<file path="config.mk">
export PLATFORM = sky130hd
export DESIGN_NAME = mac_lsab_top
export DESIGN_NICKNAME = d
export VERILOG_FILES = /design/src/lsab_pkg.sv /design/src/mac_pkg.sv /design/src/rx_write_adaptor.sv /design/src/collision_drain.sv /design/src/lsab_fifo.sv /design/src/lsab_wb_port.sv /design/src/mac_lsab_top.sv
export SDC_FILE = /design/constraint.sdc
export NUM_CORES = 2
export LEC_CHECK = 0
export ABC_AREA = 1
export BUFFER_PORTS_ARGS = -buffer_cell sky130_fd_sc_hd__buf_2
export CAP_MARGIN = 25
export CELL_PAD_IN_SITES_DETAIL_PLACEMENT = 1
export CELL_PAD_IN_SITES_GLOBAL_PLACEMENT = 2
export CORE_MARGIN = 5
export CORE_UTILIZATION = 47
export DETAILED_ROUTE_END_ITERATION = 10
export PLACE_DENSITY_LB_ADDON = 0.25
export SYNTH_ARGS = -nofsm -noshare
export SYNTH_HDL_FRONTEND = slang
export SYNTH_HIERARCHICAL = 1
export SYNTH_SLANG_ARGS = --single-unit
</file>
<file path="constraint.sdc">
create_clock -name CLK -period 6.05 [get_ports CLK]
set_clock_uncertainty 0.1 [all_clocks]
set_input_delay 0.3025 -clock CLK [delete_from_list [all_inputs] [get_ports CLK]]
set_output_delay 0.3025 -clock CLK [all_outputs]
set_load 0.05 [all_outputs]
</file>
<file path="src/lsab_pkg.sv">
`default_nettype none

package lsab_pkg;

	// Buffer geometry
	localparam int lsab_words   = 64;  // Depth in words
	localparam int lsab_addr_w  = 6;   // Pointer width
	localparam int lsab_level_w = 7;   // Level counts 0 to 64

	// Slot ring, one turn per client
	localparam int slot_w = 2;
	localparam logic [slot_w-1:0] rx_slot    = 2'd0;  // Receive write turn
	localparam logic [slot_w-1:0] drain_slot = 2'd2;  // Drain pop turn

	// Kind bit, same position in both status views
	localparam logic status_kind_rx  = 1'b0;
	localparam logic status_kind_err = 1'b1;

	typedef struct packed {
		logic                    kind;      // status_kind_rx
		logic                    frame_ok;  // Validity flag from the MAC
		logic [22:0]             spare;
		logic [lsab_level_w-1:0] words;     // Words in the frame
	} status_rx_t;

	// Collision report
	typedef struct packed {
		logic                    kind;        // status_kind_err
		logic                    drain_busy;  // Earlier drain still running
		logic [22:0]             spare;
		logic [lsab_level_w-1:0] level;       // Buffer level when the collision hit
	} status_err_t;

	// One status word, read by the CPU in either view
	typedef union packed {
		status_rx_t  rx;
		status_err_t err;
	} lsab_status_u;

endpackage

`default_nettype wire

</file>
<file path="src/mac_pkg.sv">
`default_nettype none

package mac_pkg;

	// Word width on the MAC receive side
	localparam int mac_data_w = 32;

	// Stale words thrown away after a collision acknowledge
	// Limit is reached when counter bit 6 sets
	localparam int drain_words = 64;

	// Drain counter, top bit parks the drain
	localparam int drain_cnt_w = 8;

endpackage

`default_nettype wire

</file>
<file path="src/rx_write_adaptor.sv">
`timescale 1ns/1ps
`default_nettype none

module rx_write_adaptor
	import lsab_pkg::*, mac_pkg::*;
(
	input  wire                       CLK,
	input  wire                       RST,
	input  wire  [slot_w-1:0]         lsab_turn,
	input  wire  [mac_data_w-1:0]     data_from_mac,
	input  wire                       write_in,        // Level, one word per rising edge
	input  wire                       new_pckt,        // Rises once per frame end
	input  wire                       new_pckt_valid,
	output logic                      fifo_wr,
	output logic [mac_data_w-1:0]     fifo_wdata,
	output logic                      fifo_wlast,
	output logic                      frame_done,
	output logic                      frame_ok,
	output logic [lsab_level_w-1:0]   frame_words
);

	logic                    write_in_r;     // Strobe synchronizer
	logic                    write_in_prev;  // Edge stage
	logic                    new_pckt_r;
	logic                    new_pckt_prev;
	logic                    valid_r;        // Validity, sampled with new_pckt
	logic                    write_edge;
	logic                    end_edge;
	logic                    my_turn;

	// The MAC signals frame end only after its last write, so the newest word
	// stays in the holder until it is known whether it closes the frame
	logic [mac_data_w-1:0]   holder;
	logic                    holder_full;
	logic [mac_data_w-1:0]   out_word;       // Previous word, waiting for an rx turn
	logic                    out_valid;
	logic                    end_pend;       // Frame end seen, report not sent yet
	logic                    ok_r;
	logic [lsab_level_w-1:0] word_cnt;       // Write edges in the current frame

	assign my_turn    = lsab_turn == rx_slot;
	assign write_edge = write_in_r && !write_in_prev;
	assign end_edge   = new_pckt_r && !new_pckt_prev;

	// Plain words go first, the frame end takes the next free rx turn
	assign fifo_wr     = my_turn && (out_valid || (end_pend && holder_full));
	assign fifo_wdata  = out_valid ? out_word : holder;
	assign fifo_wlast  = !out_valid;  // Holder word only leaves at frame end
	assign frame_done  = my_turn && !out_valid && end_pend;  // Pulses even with no held word
	assign frame_ok    = ok_r;
	assign frame_words = word_cnt;

	always_ff @(posedge CLK)
		if (!RST)
		begin
			write_in_r    <= 1'b0;
			write_in_prev <= 1'b0;
			new_pckt_r    <= 1'b0;
			new_pckt_prev <= 1'b0;
			valid_r       <= 1'b0;
			holder_full   <= 1'b0;
			out_valid     <= 1'b0;
			end_pend      <= 1'b0;
			ok_r          <= 1'b0;
			word_cnt      <= '0;
		end
		else
		begin
			write_in_r    <= write_in;
			write_in_prev <= write_in_r;
			new_pckt_r    <= new_pckt;
			new_pckt_prev <= new_pckt_r;
			valid_r       <= new_pckt_valid;

			if (end_edge)
			begin
				end_pend <= 1'b1;
				ok_r     <= valid_r;  // Validity belongs to the frame-end edge
			end
			else if (frame_done)
				end_pend <= 1'b0;

			// New word pushes the held one out, unless frame end just took it
			if (write_edge)
			begin
				out_valid   <= holder_full && !frame_done;
				holder_full <= 1'b1;
			end
			else
			begin
				if (my_turn)
					out_valid <= 1'b0;  // Written this turn
				if (frame_done)
					holder_full <= 1'b0;
			end

			// Count advances even if the FIFO drops the word
			if (frame_done)
				word_cnt <= write_edge ? lsab_level_w'(1) : '0;
			else if (write_edge)
				word_cnt <= word_cnt + 1'b1;
		end

	// Data moves only on a write edge, while the MAC still holds it stable
	always_ff @(posedge CLK)
		if (write_edge)
		begin
			out_word <= holder;
			holder   <= data_from_mac;
		end

endmodule

`default_nettype wire

</file>
<file path="src/collision_drain.sv">
`timescale 1ns/1ps
`default_nettype none

module collision_drain
	import lsab_pkg::*, mac_pkg::*;
(
	input  wire                     CLK,
	input  wire                     RST,
	input  wire  [slot_w-1:0]       lsab_turn,
	input  wire                     collision,
	input  wire  [lsab_level_w-1:0] level,
	input  wire                     err_ack,     // One-cycle pulse from the bus port
	output logic                    err_askfor,  // Held until the CPU acknowledges
	output logic                    drain_pop,
	output logic                    drain_busy
);

	logic                   coll_r;
	logic                   coll_prev;
	logic                   coll_edge;
	logic                   my_turn;
	logic [drain_cnt_w-1:0] drain_cnt;  // Pops since acknowledge, top bit parks
	logic                   limit_hit;  // drain_words popped
	logic                   parked;
	logic                   buf_empty;

	assign my_turn   = lsab_turn == drain_slot;
	assign coll_edge = coll_r && !coll_prev;
	assign limit_hit = drain_cnt[$clog2(drain_words)];
	assign parked    = drain_cnt[drain_cnt_w-1];
	assign buf_empty = level == '0;

	assign drain_busy = !parked;
	// Only on the drain turn, so never together with a CPU pop
	assign drain_pop  = my_turn && !parked && !limit_hit && !buf_empty;

	always_ff @(posedge CLK)
		if (!RST)
		begin
			coll_r     <= 1'b0;
			coll_prev  <= 1'b0;
			err_askfor <= 1'b0;
			drain_cnt  <= {1'b1, {(drain_cnt_w-1){1'b0}}};  // Parked out of reset
		end
		else
		begin
			coll_r    <= collision;
			coll_prev <= coll_r;

			if (coll_edge)
				err_askfor <= 1'b1;
			else if (err_ack)
				err_askfor <= 1'b0;

			// Acknowledge restarts the drain
			if (err_askfor && err_ack)
				drain_cnt <= '0;
			else if (!parked)
			begin
				if (limit_hit || buf_empty)
					drain_cnt[drain_cnt_w-1] <= 1'b1;  // Done, wait for the next acknowledge
				else if (drain_pop)
					drain_cnt <= drain_cnt + 1'b1;
			end
		end

endmodule

`default_nettype wire

</file>
<file path="src/lsab_fifo.sv">
`timescale 1ns/1ps
`default_nettype none

module lsab_fifo
	import lsab_pkg::*, mac_pkg::*;
(
	input  wire                     CLK,
	input  wire                     RST,
	input  wire                     wr,         // From the rx adaptor, rx turn only
	input  wire  [mac_data_w-1:0]   wdata,
	input  wire                     wlast,
	input  wire                     pop,        // Drain or CPU pop, never both
	output logic [slot_w-1:0]       lsab_turn,  // Free-running slot ring
	output logic [mac_data_w-1:0]   rdata,      // Head word, no read latency
	output logic                    rlast,
	output logic [lsab_level_w-1:0] level
);

	// Entry is the data word with the last-word flag on top
	logic [mac_data_w:0]    mem [lsab_words];
	logic [lsab_addr_w-1:0] wr_ptr;
	logic [lsab_addr_w-1:0] rd_ptr;
	logic                   full;
	logic                   empty;
	logic                   do_wr;
	logic                   do_pop;

	assign full   = level == lsab_level_w'(lsab_words);
	assign empty  = level == '0;
	assign do_wr  = wr && !full;    // Word is lost when full
	assign do_pop = pop && !empty;

	assign {rlast, rdata} = mem[rd_ptr];

	// Slot ring, 0 to 3 and wrap
	always_ff @(posedge CLK)
		if (!RST)
			lsab_turn <= '0;
		else
			lsab_turn <= lsab_turn + 1'b1;

	always_ff @(posedge CLK)
		if (!RST)
		begin
			wr_ptr <= '0;
			rd_ptr <= '0;
			level  <= '0;
		end
		else
		begin
			if (do_wr)
				wr_ptr <= wr_ptr + 1'b1;  // Wraps at lsab_words
			if (do_pop)
				rd_ptr <= rd_ptr + 1'b1;

			case ({do_wr, do_pop})
				2'b10:   level <= level + 1'b1;
				2'b01:   level <= level - 1'b1;
				default: level <= level;  // Both or neither
			endcase
		end

	// Storage
	always_ff @(posedge CLK)
		if (do_wr)
			mem[wr_ptr] <= {wlast, wdata};

endmodule

`default_nettype wire

</file>
<file path="src/lsab_wb_port.sv">
`timescale 1ns/1ps
`default_nettype none

module lsab_wb_port
	import lsab_pkg::*, mac_pkg::*;
(
	input  wire                     CLK,
	input  wire                     RST,
	input  wire                     wb_cyc,
	input  wire                     wb_stb,
	input  wire                     wb_we,
	input  wire  [3:0]              wb_adr,      // Byte offset
	input  wire  [mac_data_w-1:0]   wb_dat_w,
	input  wire  [slot_w-1:0]       lsab_turn,
	input  wire  [mac_data_w-1:0]   rdata,
	input  wire  [lsab_level_w-1:0] level,
	input  wire                     frame_done,
	input  wire                     frame_ok,
	input  wire  [lsab_level_w-1:0] frame_words,
	input  wire                     err_askfor,
	input  wire                     drain_busy,
	output logic [mac_data_w-1:0]   wb_dat_r,
	output logic                    wb_ack,
	output logic                    irq,
	output logic                    cpu_pop,
	output logic                    err_ack
);

	localparam logic [3:0] adr_data    = 4'h0;  // Read pops one word
	localparam logic [3:0] adr_status  = 4'h4;  // Read clears irq
	localparam logic [3:0] adr_err_ack = 4'h8;  // Any write acknowledges
	localparam logic [3:0] adr_level   = 4'hC;

	lsab_status_u          status_q;     // Latest event only
	logic                  askfor_prev;
	logic                  err_rise;
	logic                  req;
	logic                  rd_data;
	logic                  go;           // Cycle completes with ack on the next clock
	logic [mac_data_w-1:0] rd_word;

	assign req      = wb_cyc && wb_stb && !wb_ack;  // Master drops stb after ack
	assign rd_data  = !wb_we && wb_adr == adr_data;
	assign go       = req && (!rd_data || lsab_turn != drain_slot);  // Data reads skip drain turn
	assign cpu_pop  = go && rd_data && level != '0;
	assign err_rise = err_askfor && !askfor_prev;

	always_comb
		case (wb_adr)
			adr_data:   rd_word = (level != '0) ? rdata : '0;  // Empty reads 0
			adr_status: rd_word = status_q;
			adr_level:  rd_word = mac_data_w'(level);
			default:    rd_word = '0;
		endcase

	always_ff @(posedge CLK)
		if (!RST)
		begin
			wb_ack      <= 1'b0;
			err_ack     <= 1'b0;
			irq         <= 1'b0;
			askfor_prev <= 1'b0;
			status_q    <= '0;
		end
		else
		begin
			wb_ack      <= go;
			err_ack     <= go && wb_we && wb_adr == adr_err_ack;
			askfor_prev <= err_askfor;

			// Collision report takes the word if both land together
			if (err_rise)
			begin
				status_q.err.kind       <= status_kind_err;
				status_q.err.drain_busy <= drain_busy;
				status_q.err.spare      <= '0;
				status_q.err.level      <= level;
			end
			else if (frame_done)
			begin
				status_q.rx.kind     <= status_kind_rx;
				status_q.rx.frame_ok <= frame_ok;
				status_q.rx.spare    <= '0;
				status_q.rx.words    <= frame_words;
			end

			if (err_rise || frame_done)
				irq <= 1'b1;  // New event wins over a status read
			else if (go && !wb_we && wb_adr == adr_status)
				irq <= 1'b0;
		end

	// Read data is sampled with the pop
	always_ff @(posedge CLK)
		if (go)
			wb_dat_r <= rd_word;

endmodule

`default_nettype wire

</file>
<file path="src/mac_lsab_top.sv">
`timescale 1ns/1ps
`default_nettype none

module mac_lsab_top
	import lsab_pkg::*, mac_pkg::*;
(
	input  wire                    CLK,
	input  wire                    RST,
	// MAC receive side
	input  wire  [mac_data_w-1:0]  data_from_mac,
	input  wire                    write_in,
	input  wire                    new_pckt,
	input  wire                    new_pckt_valid,
	input  wire                    collision,
	// Wishbone classic slave
	input  wire                    wb_cyc,
	input  wire                    wb_stb,
	input  wire                    wb_we,
	input  wire  [3:0]             wb_adr,
	input  wire  [mac_data_w-1:0]  wb_dat_w,
	output wire  [mac_data_w-1:0]  wb_dat_r,
	output wire                    wb_ack,
	output wire                    irq
);

	wire [slot_w-1:0]       lsab_turn;
	wire                    fifo_wr;
	wire [mac_data_w-1:0]   fifo_wdata;
	wire                    fifo_wlast;
	wire                    frame_done;
	wire                    frame_ok;
	wire [lsab_level_w-1:0] frame_words;
	wire                    err_askfor;
	wire                    err_ack;
	wire                    drain_pop;
	wire                    drain_busy;
	wire                    cpu_pop;
	wire                    lsab_pop;
	wire [mac_data_w-1:0]   rdata;
	wire [lsab_level_w-1:0] level;

	// Slots keep the two poppers apart
	assign lsab_pop = drain_pop || cpu_pop;

	rx_write_adaptor rx0 (
		.CLK(CLK), .RST(RST), .lsab_turn(lsab_turn),
		.data_from_mac(data_from_mac), .write_in(write_in),
		.new_pckt(new_pckt), .new_pckt_valid(new_pckt_valid),
		.fifo_wr(fifo_wr), .fifo_wdata(fifo_wdata), .fifo_wlast(fifo_wlast),
		.frame_done(frame_done), .frame_ok(frame_ok), .frame_words(frame_words)
	);

	collision_drain coll0 (
		.CLK(CLK), .RST(RST), .lsab_turn(lsab_turn), .collision(collision),
		.level(level), .err_ack(err_ack), .err_askfor(err_askfor),
		.drain_pop(drain_pop), .drain_busy(drain_busy)
	);

	// Last-word flag travels with the data, the classic port has no use for it
	lsab_fifo fifo0 (
		.CLK(CLK), .RST(RST), .wr(fifo_wr), .wdata(fifo_wdata), .wlast(fifo_wlast),
		.pop(lsab_pop), .lsab_turn(lsab_turn), .rdata(rdata), .rlast(), .level(level)
	);

	lsab_wb_port wb0 (
		.CLK(CLK), .RST(RST), .wb_cyc(wb_cyc), .wb_stb(wb_stb), .wb_we(wb_we),
		.wb_adr(wb_adr), .wb_dat_w(wb_dat_w), .lsab_turn(lsab_turn),
		.rdata(rdata), .level(level), .frame_done(frame_done),
		.frame_ok(frame_ok), .frame_words(frame_words), .err_askfor(err_askfor),
		.drain_busy(drain_busy), .wb_dat_r(wb_dat_r), .wb_ack(wb_ack),
		.irq(irq), .cpu_pop(cpu_pop), .err_ack(err_ack)
	);

endmodule

`default_nettype wire

</file>
==> metrics.csv <==
stage,metric,value,unit
drt,1st-pass router iterations,6,
clock_network,CTS sink cnt,2211,
final_layout,final net count,7653,
pwr,Cell Int Power,24.6,mW
drt,Routed wire per std cell,27.2,um
drt,1st-iter DRT viols,6211,
final_layout,layout cell share with drive strength beyond 1,9.06,%
timing,Final setup viols,0,
final_layout,Area Growth Syn to Fin,12.0,%
clock_network,post-CTS sizing,0,
global_routing,Overflow after GRT,0,
pwr,PD cells,312,nW/um^2
drt,residual DRC count,0,
drt,Post-Route WL,280000,um
worst_setup_path,Setup crit start kind,flip-flop,
pwr,total power draw,31.3,mW
floorplanning,I/O pins,111,
floorplanning,die height,446,um
clock_network,TritonCTS clock tree,yes,
hold_path,Hold Crit Class,primary input to flip-flop,
global_routing,largest net degree at the start of global routing,227,
synthesis,Synth Net Count,7578,
clock_network,Max Root-Sink Buffers,3,
clock_network,CTS root buf,clkbuf_16,
pwr,sw frac,21.3,%
placed_design,Port Buf Inserts,78,
pwr,net switching power,6.66,mW
floorplanning,Core ar.,190000,um^2
pwr,Clk pwr share,43.1,%
clock_network,hold buffer count at cts,84,
clock_network,CTS Buf Count,226,
worst_setup_path,CP Capture Type,flip-flop,
pwr,P_leak,35.1,nW
floorplanning,Site Rows,160,
drt,routed vias/inst,5.87,
worst_setup_path,Critical Path Source,rx0/out_valid,
floorplanning,initial core utilization,47.1,%
timing,"Hold Vio Cnt, Final",0,
placed_design,detailed-placement wirelength estimate,143000,um
timing,min Tclk post-route,4480,ps
timing,RSZ-0062 raised after global routing,no,
worst_setup_path,peak fanout along the critical path,36,
final_layout,Multi-input gate area,21100,um^2
pwr,Max IR drop VDD,0.261,mV
worst_setup_path,reg-to-reg startpoint,rx0/out_valid,
synthesis,Synth Area per Inst,11.9,um^2
drt,"antenna viol nets, final",0,
final_layout,fillers,19286,
global_routing,wire length of the first global-routing pass,408000,um
worst_setup_path,"Arr. time, crit path",4930,ps
worst_setup_path,WP data required,6500,ps
synthesis,total number of yosys warnings,6,
pwr,Comb pwr share,2.6,%
synthesis,Synth Instances,7494,
floorplanning,Die Width,446,um
global_routing,vias in the first global route,62362,
timing,Slew Limit Fails,0,
pwr,Reg power frac,54.3,%
timing,FMAX,223,MHz
clock_network,Worst-Skew Late Latency,880,ps
placed_design,RePlAce Congestion,0.890,
worst_setup_path,CP Class,flip-flop to flip-flop,
timing,Final Cycle Share,74.0,%
clock_network,"Setup Fix Bufs, Post-CTS",0,
status,outcome,completed,
hold_path,hold path startpoint,data_from_mac[31],
timing,setup_tns,0,ps
timing,Worst-Margin Slew,1220,ps
floorplanning,Die ar.,199000,um^2
synthesis,Post-Syn Area,89500,um^2
flow_run,# Max-Cap Violations,0,
clock_network,"CTS clk-pin slew, worst paths",60,ps
timing,max_slew headroom,18.4,%
global_routing,initial antenna violation count,9,
global_routing,gr usage total,27.7,%
clock_network,H-tree depth,4,
drt,Vias,60421,
final_layout,Sequential cell area,65700,um^2
==> stage by stage <==
step                      setup WS, ps  utilization, %  hold slack, ps  area [um^2]  std cells
after floorplan                   2210               -             271        89500       7494
after global placement            1210            48.6             305        92200       9765
after detailed placement          1560            48.6             338        92200       9767
after CTS                         1500            52.8            3.39       100000      10280
after global routing              1390            52.8            41.6       100000      10283
final                             1570            52.8            76.5       100000      10287
==> state kept, by name (all words and copies together) (netlist names), 6 cells and up, named ones only <==
signal / count
wb0/wb_dat_r: 32
fifo0/mem: 2048
rx0/frame_words: 7
coll0/drain_cnt: 8
fifo0/level: 7
rx0/holder: 32
rx0/out_word: 32
fifo0/rd_ptr: 6
wb0/status_q: 9
fifo0/wr_ptr: 6
==> power groups by stage <==
stage,registers [mW],clock network (mW),logic [mW]
2_1_floorplan,17.3,0,0.333
3_3_place_gp,17.3,0,0.725
3_5_place_dp,17.3,0,0.756
4_1_cts,17.0,13.7,0.797
5_1_grt,17.0,14.4,0.852
6_report,17.0,13.5,0.806
==> placed cells by master, fill, tap and decap left out, types with 9 or more instances in the layout <==
cell type,instances
clkbuf_16,227
buf_4,150
nand2_2,37
clkinv_1,72
buf_2,78
edfxtp_1,2144
clkbuf_1,49
dlygate4sd3_1,84
dfxtp_1,61
nand3_1,1935
nor2_4,65
clkbuf_8,9
o21ai_0,29
buf_12,14
clkinv_2,47
nand2_1,2452
bufinv_16,12
nor2_1,59
inv_1,92
a21oi_1,45
nor2_2,16
==> layout make-up <==
cell class                 count  area share, %
antenna                        6         0.0150
clock buffer                 285           5.98
clock inverter               144           1.11
inverter                     106          0.442
multi-input combinational   4695           21.0
sequential                  2211           65.6
tap                         2511           3.14
timing repair buffer         329           2.69
==> critical path, cell delays in order, from the launching register on <==
cell and delay [ps]:
dfxtp_1 330, buf_4 360, inv_4 270, nand2_1 150, nand2_1 100, inv_1 90
inv_1 70, nor2_2 470, nand4_1 680, buf_8 380, nor2_4 680, buf_4 390
==> routing by layer <==
| layer | share of wire [%] | global-route usage, % |
|---|---|---|
| met1 | 42 | 38.1 |
| met3 | 6.5 | 3.51 |
| met2 | 48 | 45.9 |
| met4 | 3.5 | 9.80 |
| met5 | 0 | 0 |
==> worst paths after layout <==
check | endpoint | slack [ps] | cells past startpoint
setup / recovery | fifo0/mem[12][28] | 1570 | 11
hold / removal | rx0/holder[31] | 80 | 2
setup reg to reg | fifo0/mem[12][28] | 1570 | 11
hold reg to reg | coll0/err_askfor | 350 | 1
Note: power is estimated with default switching activity, not from simulation.
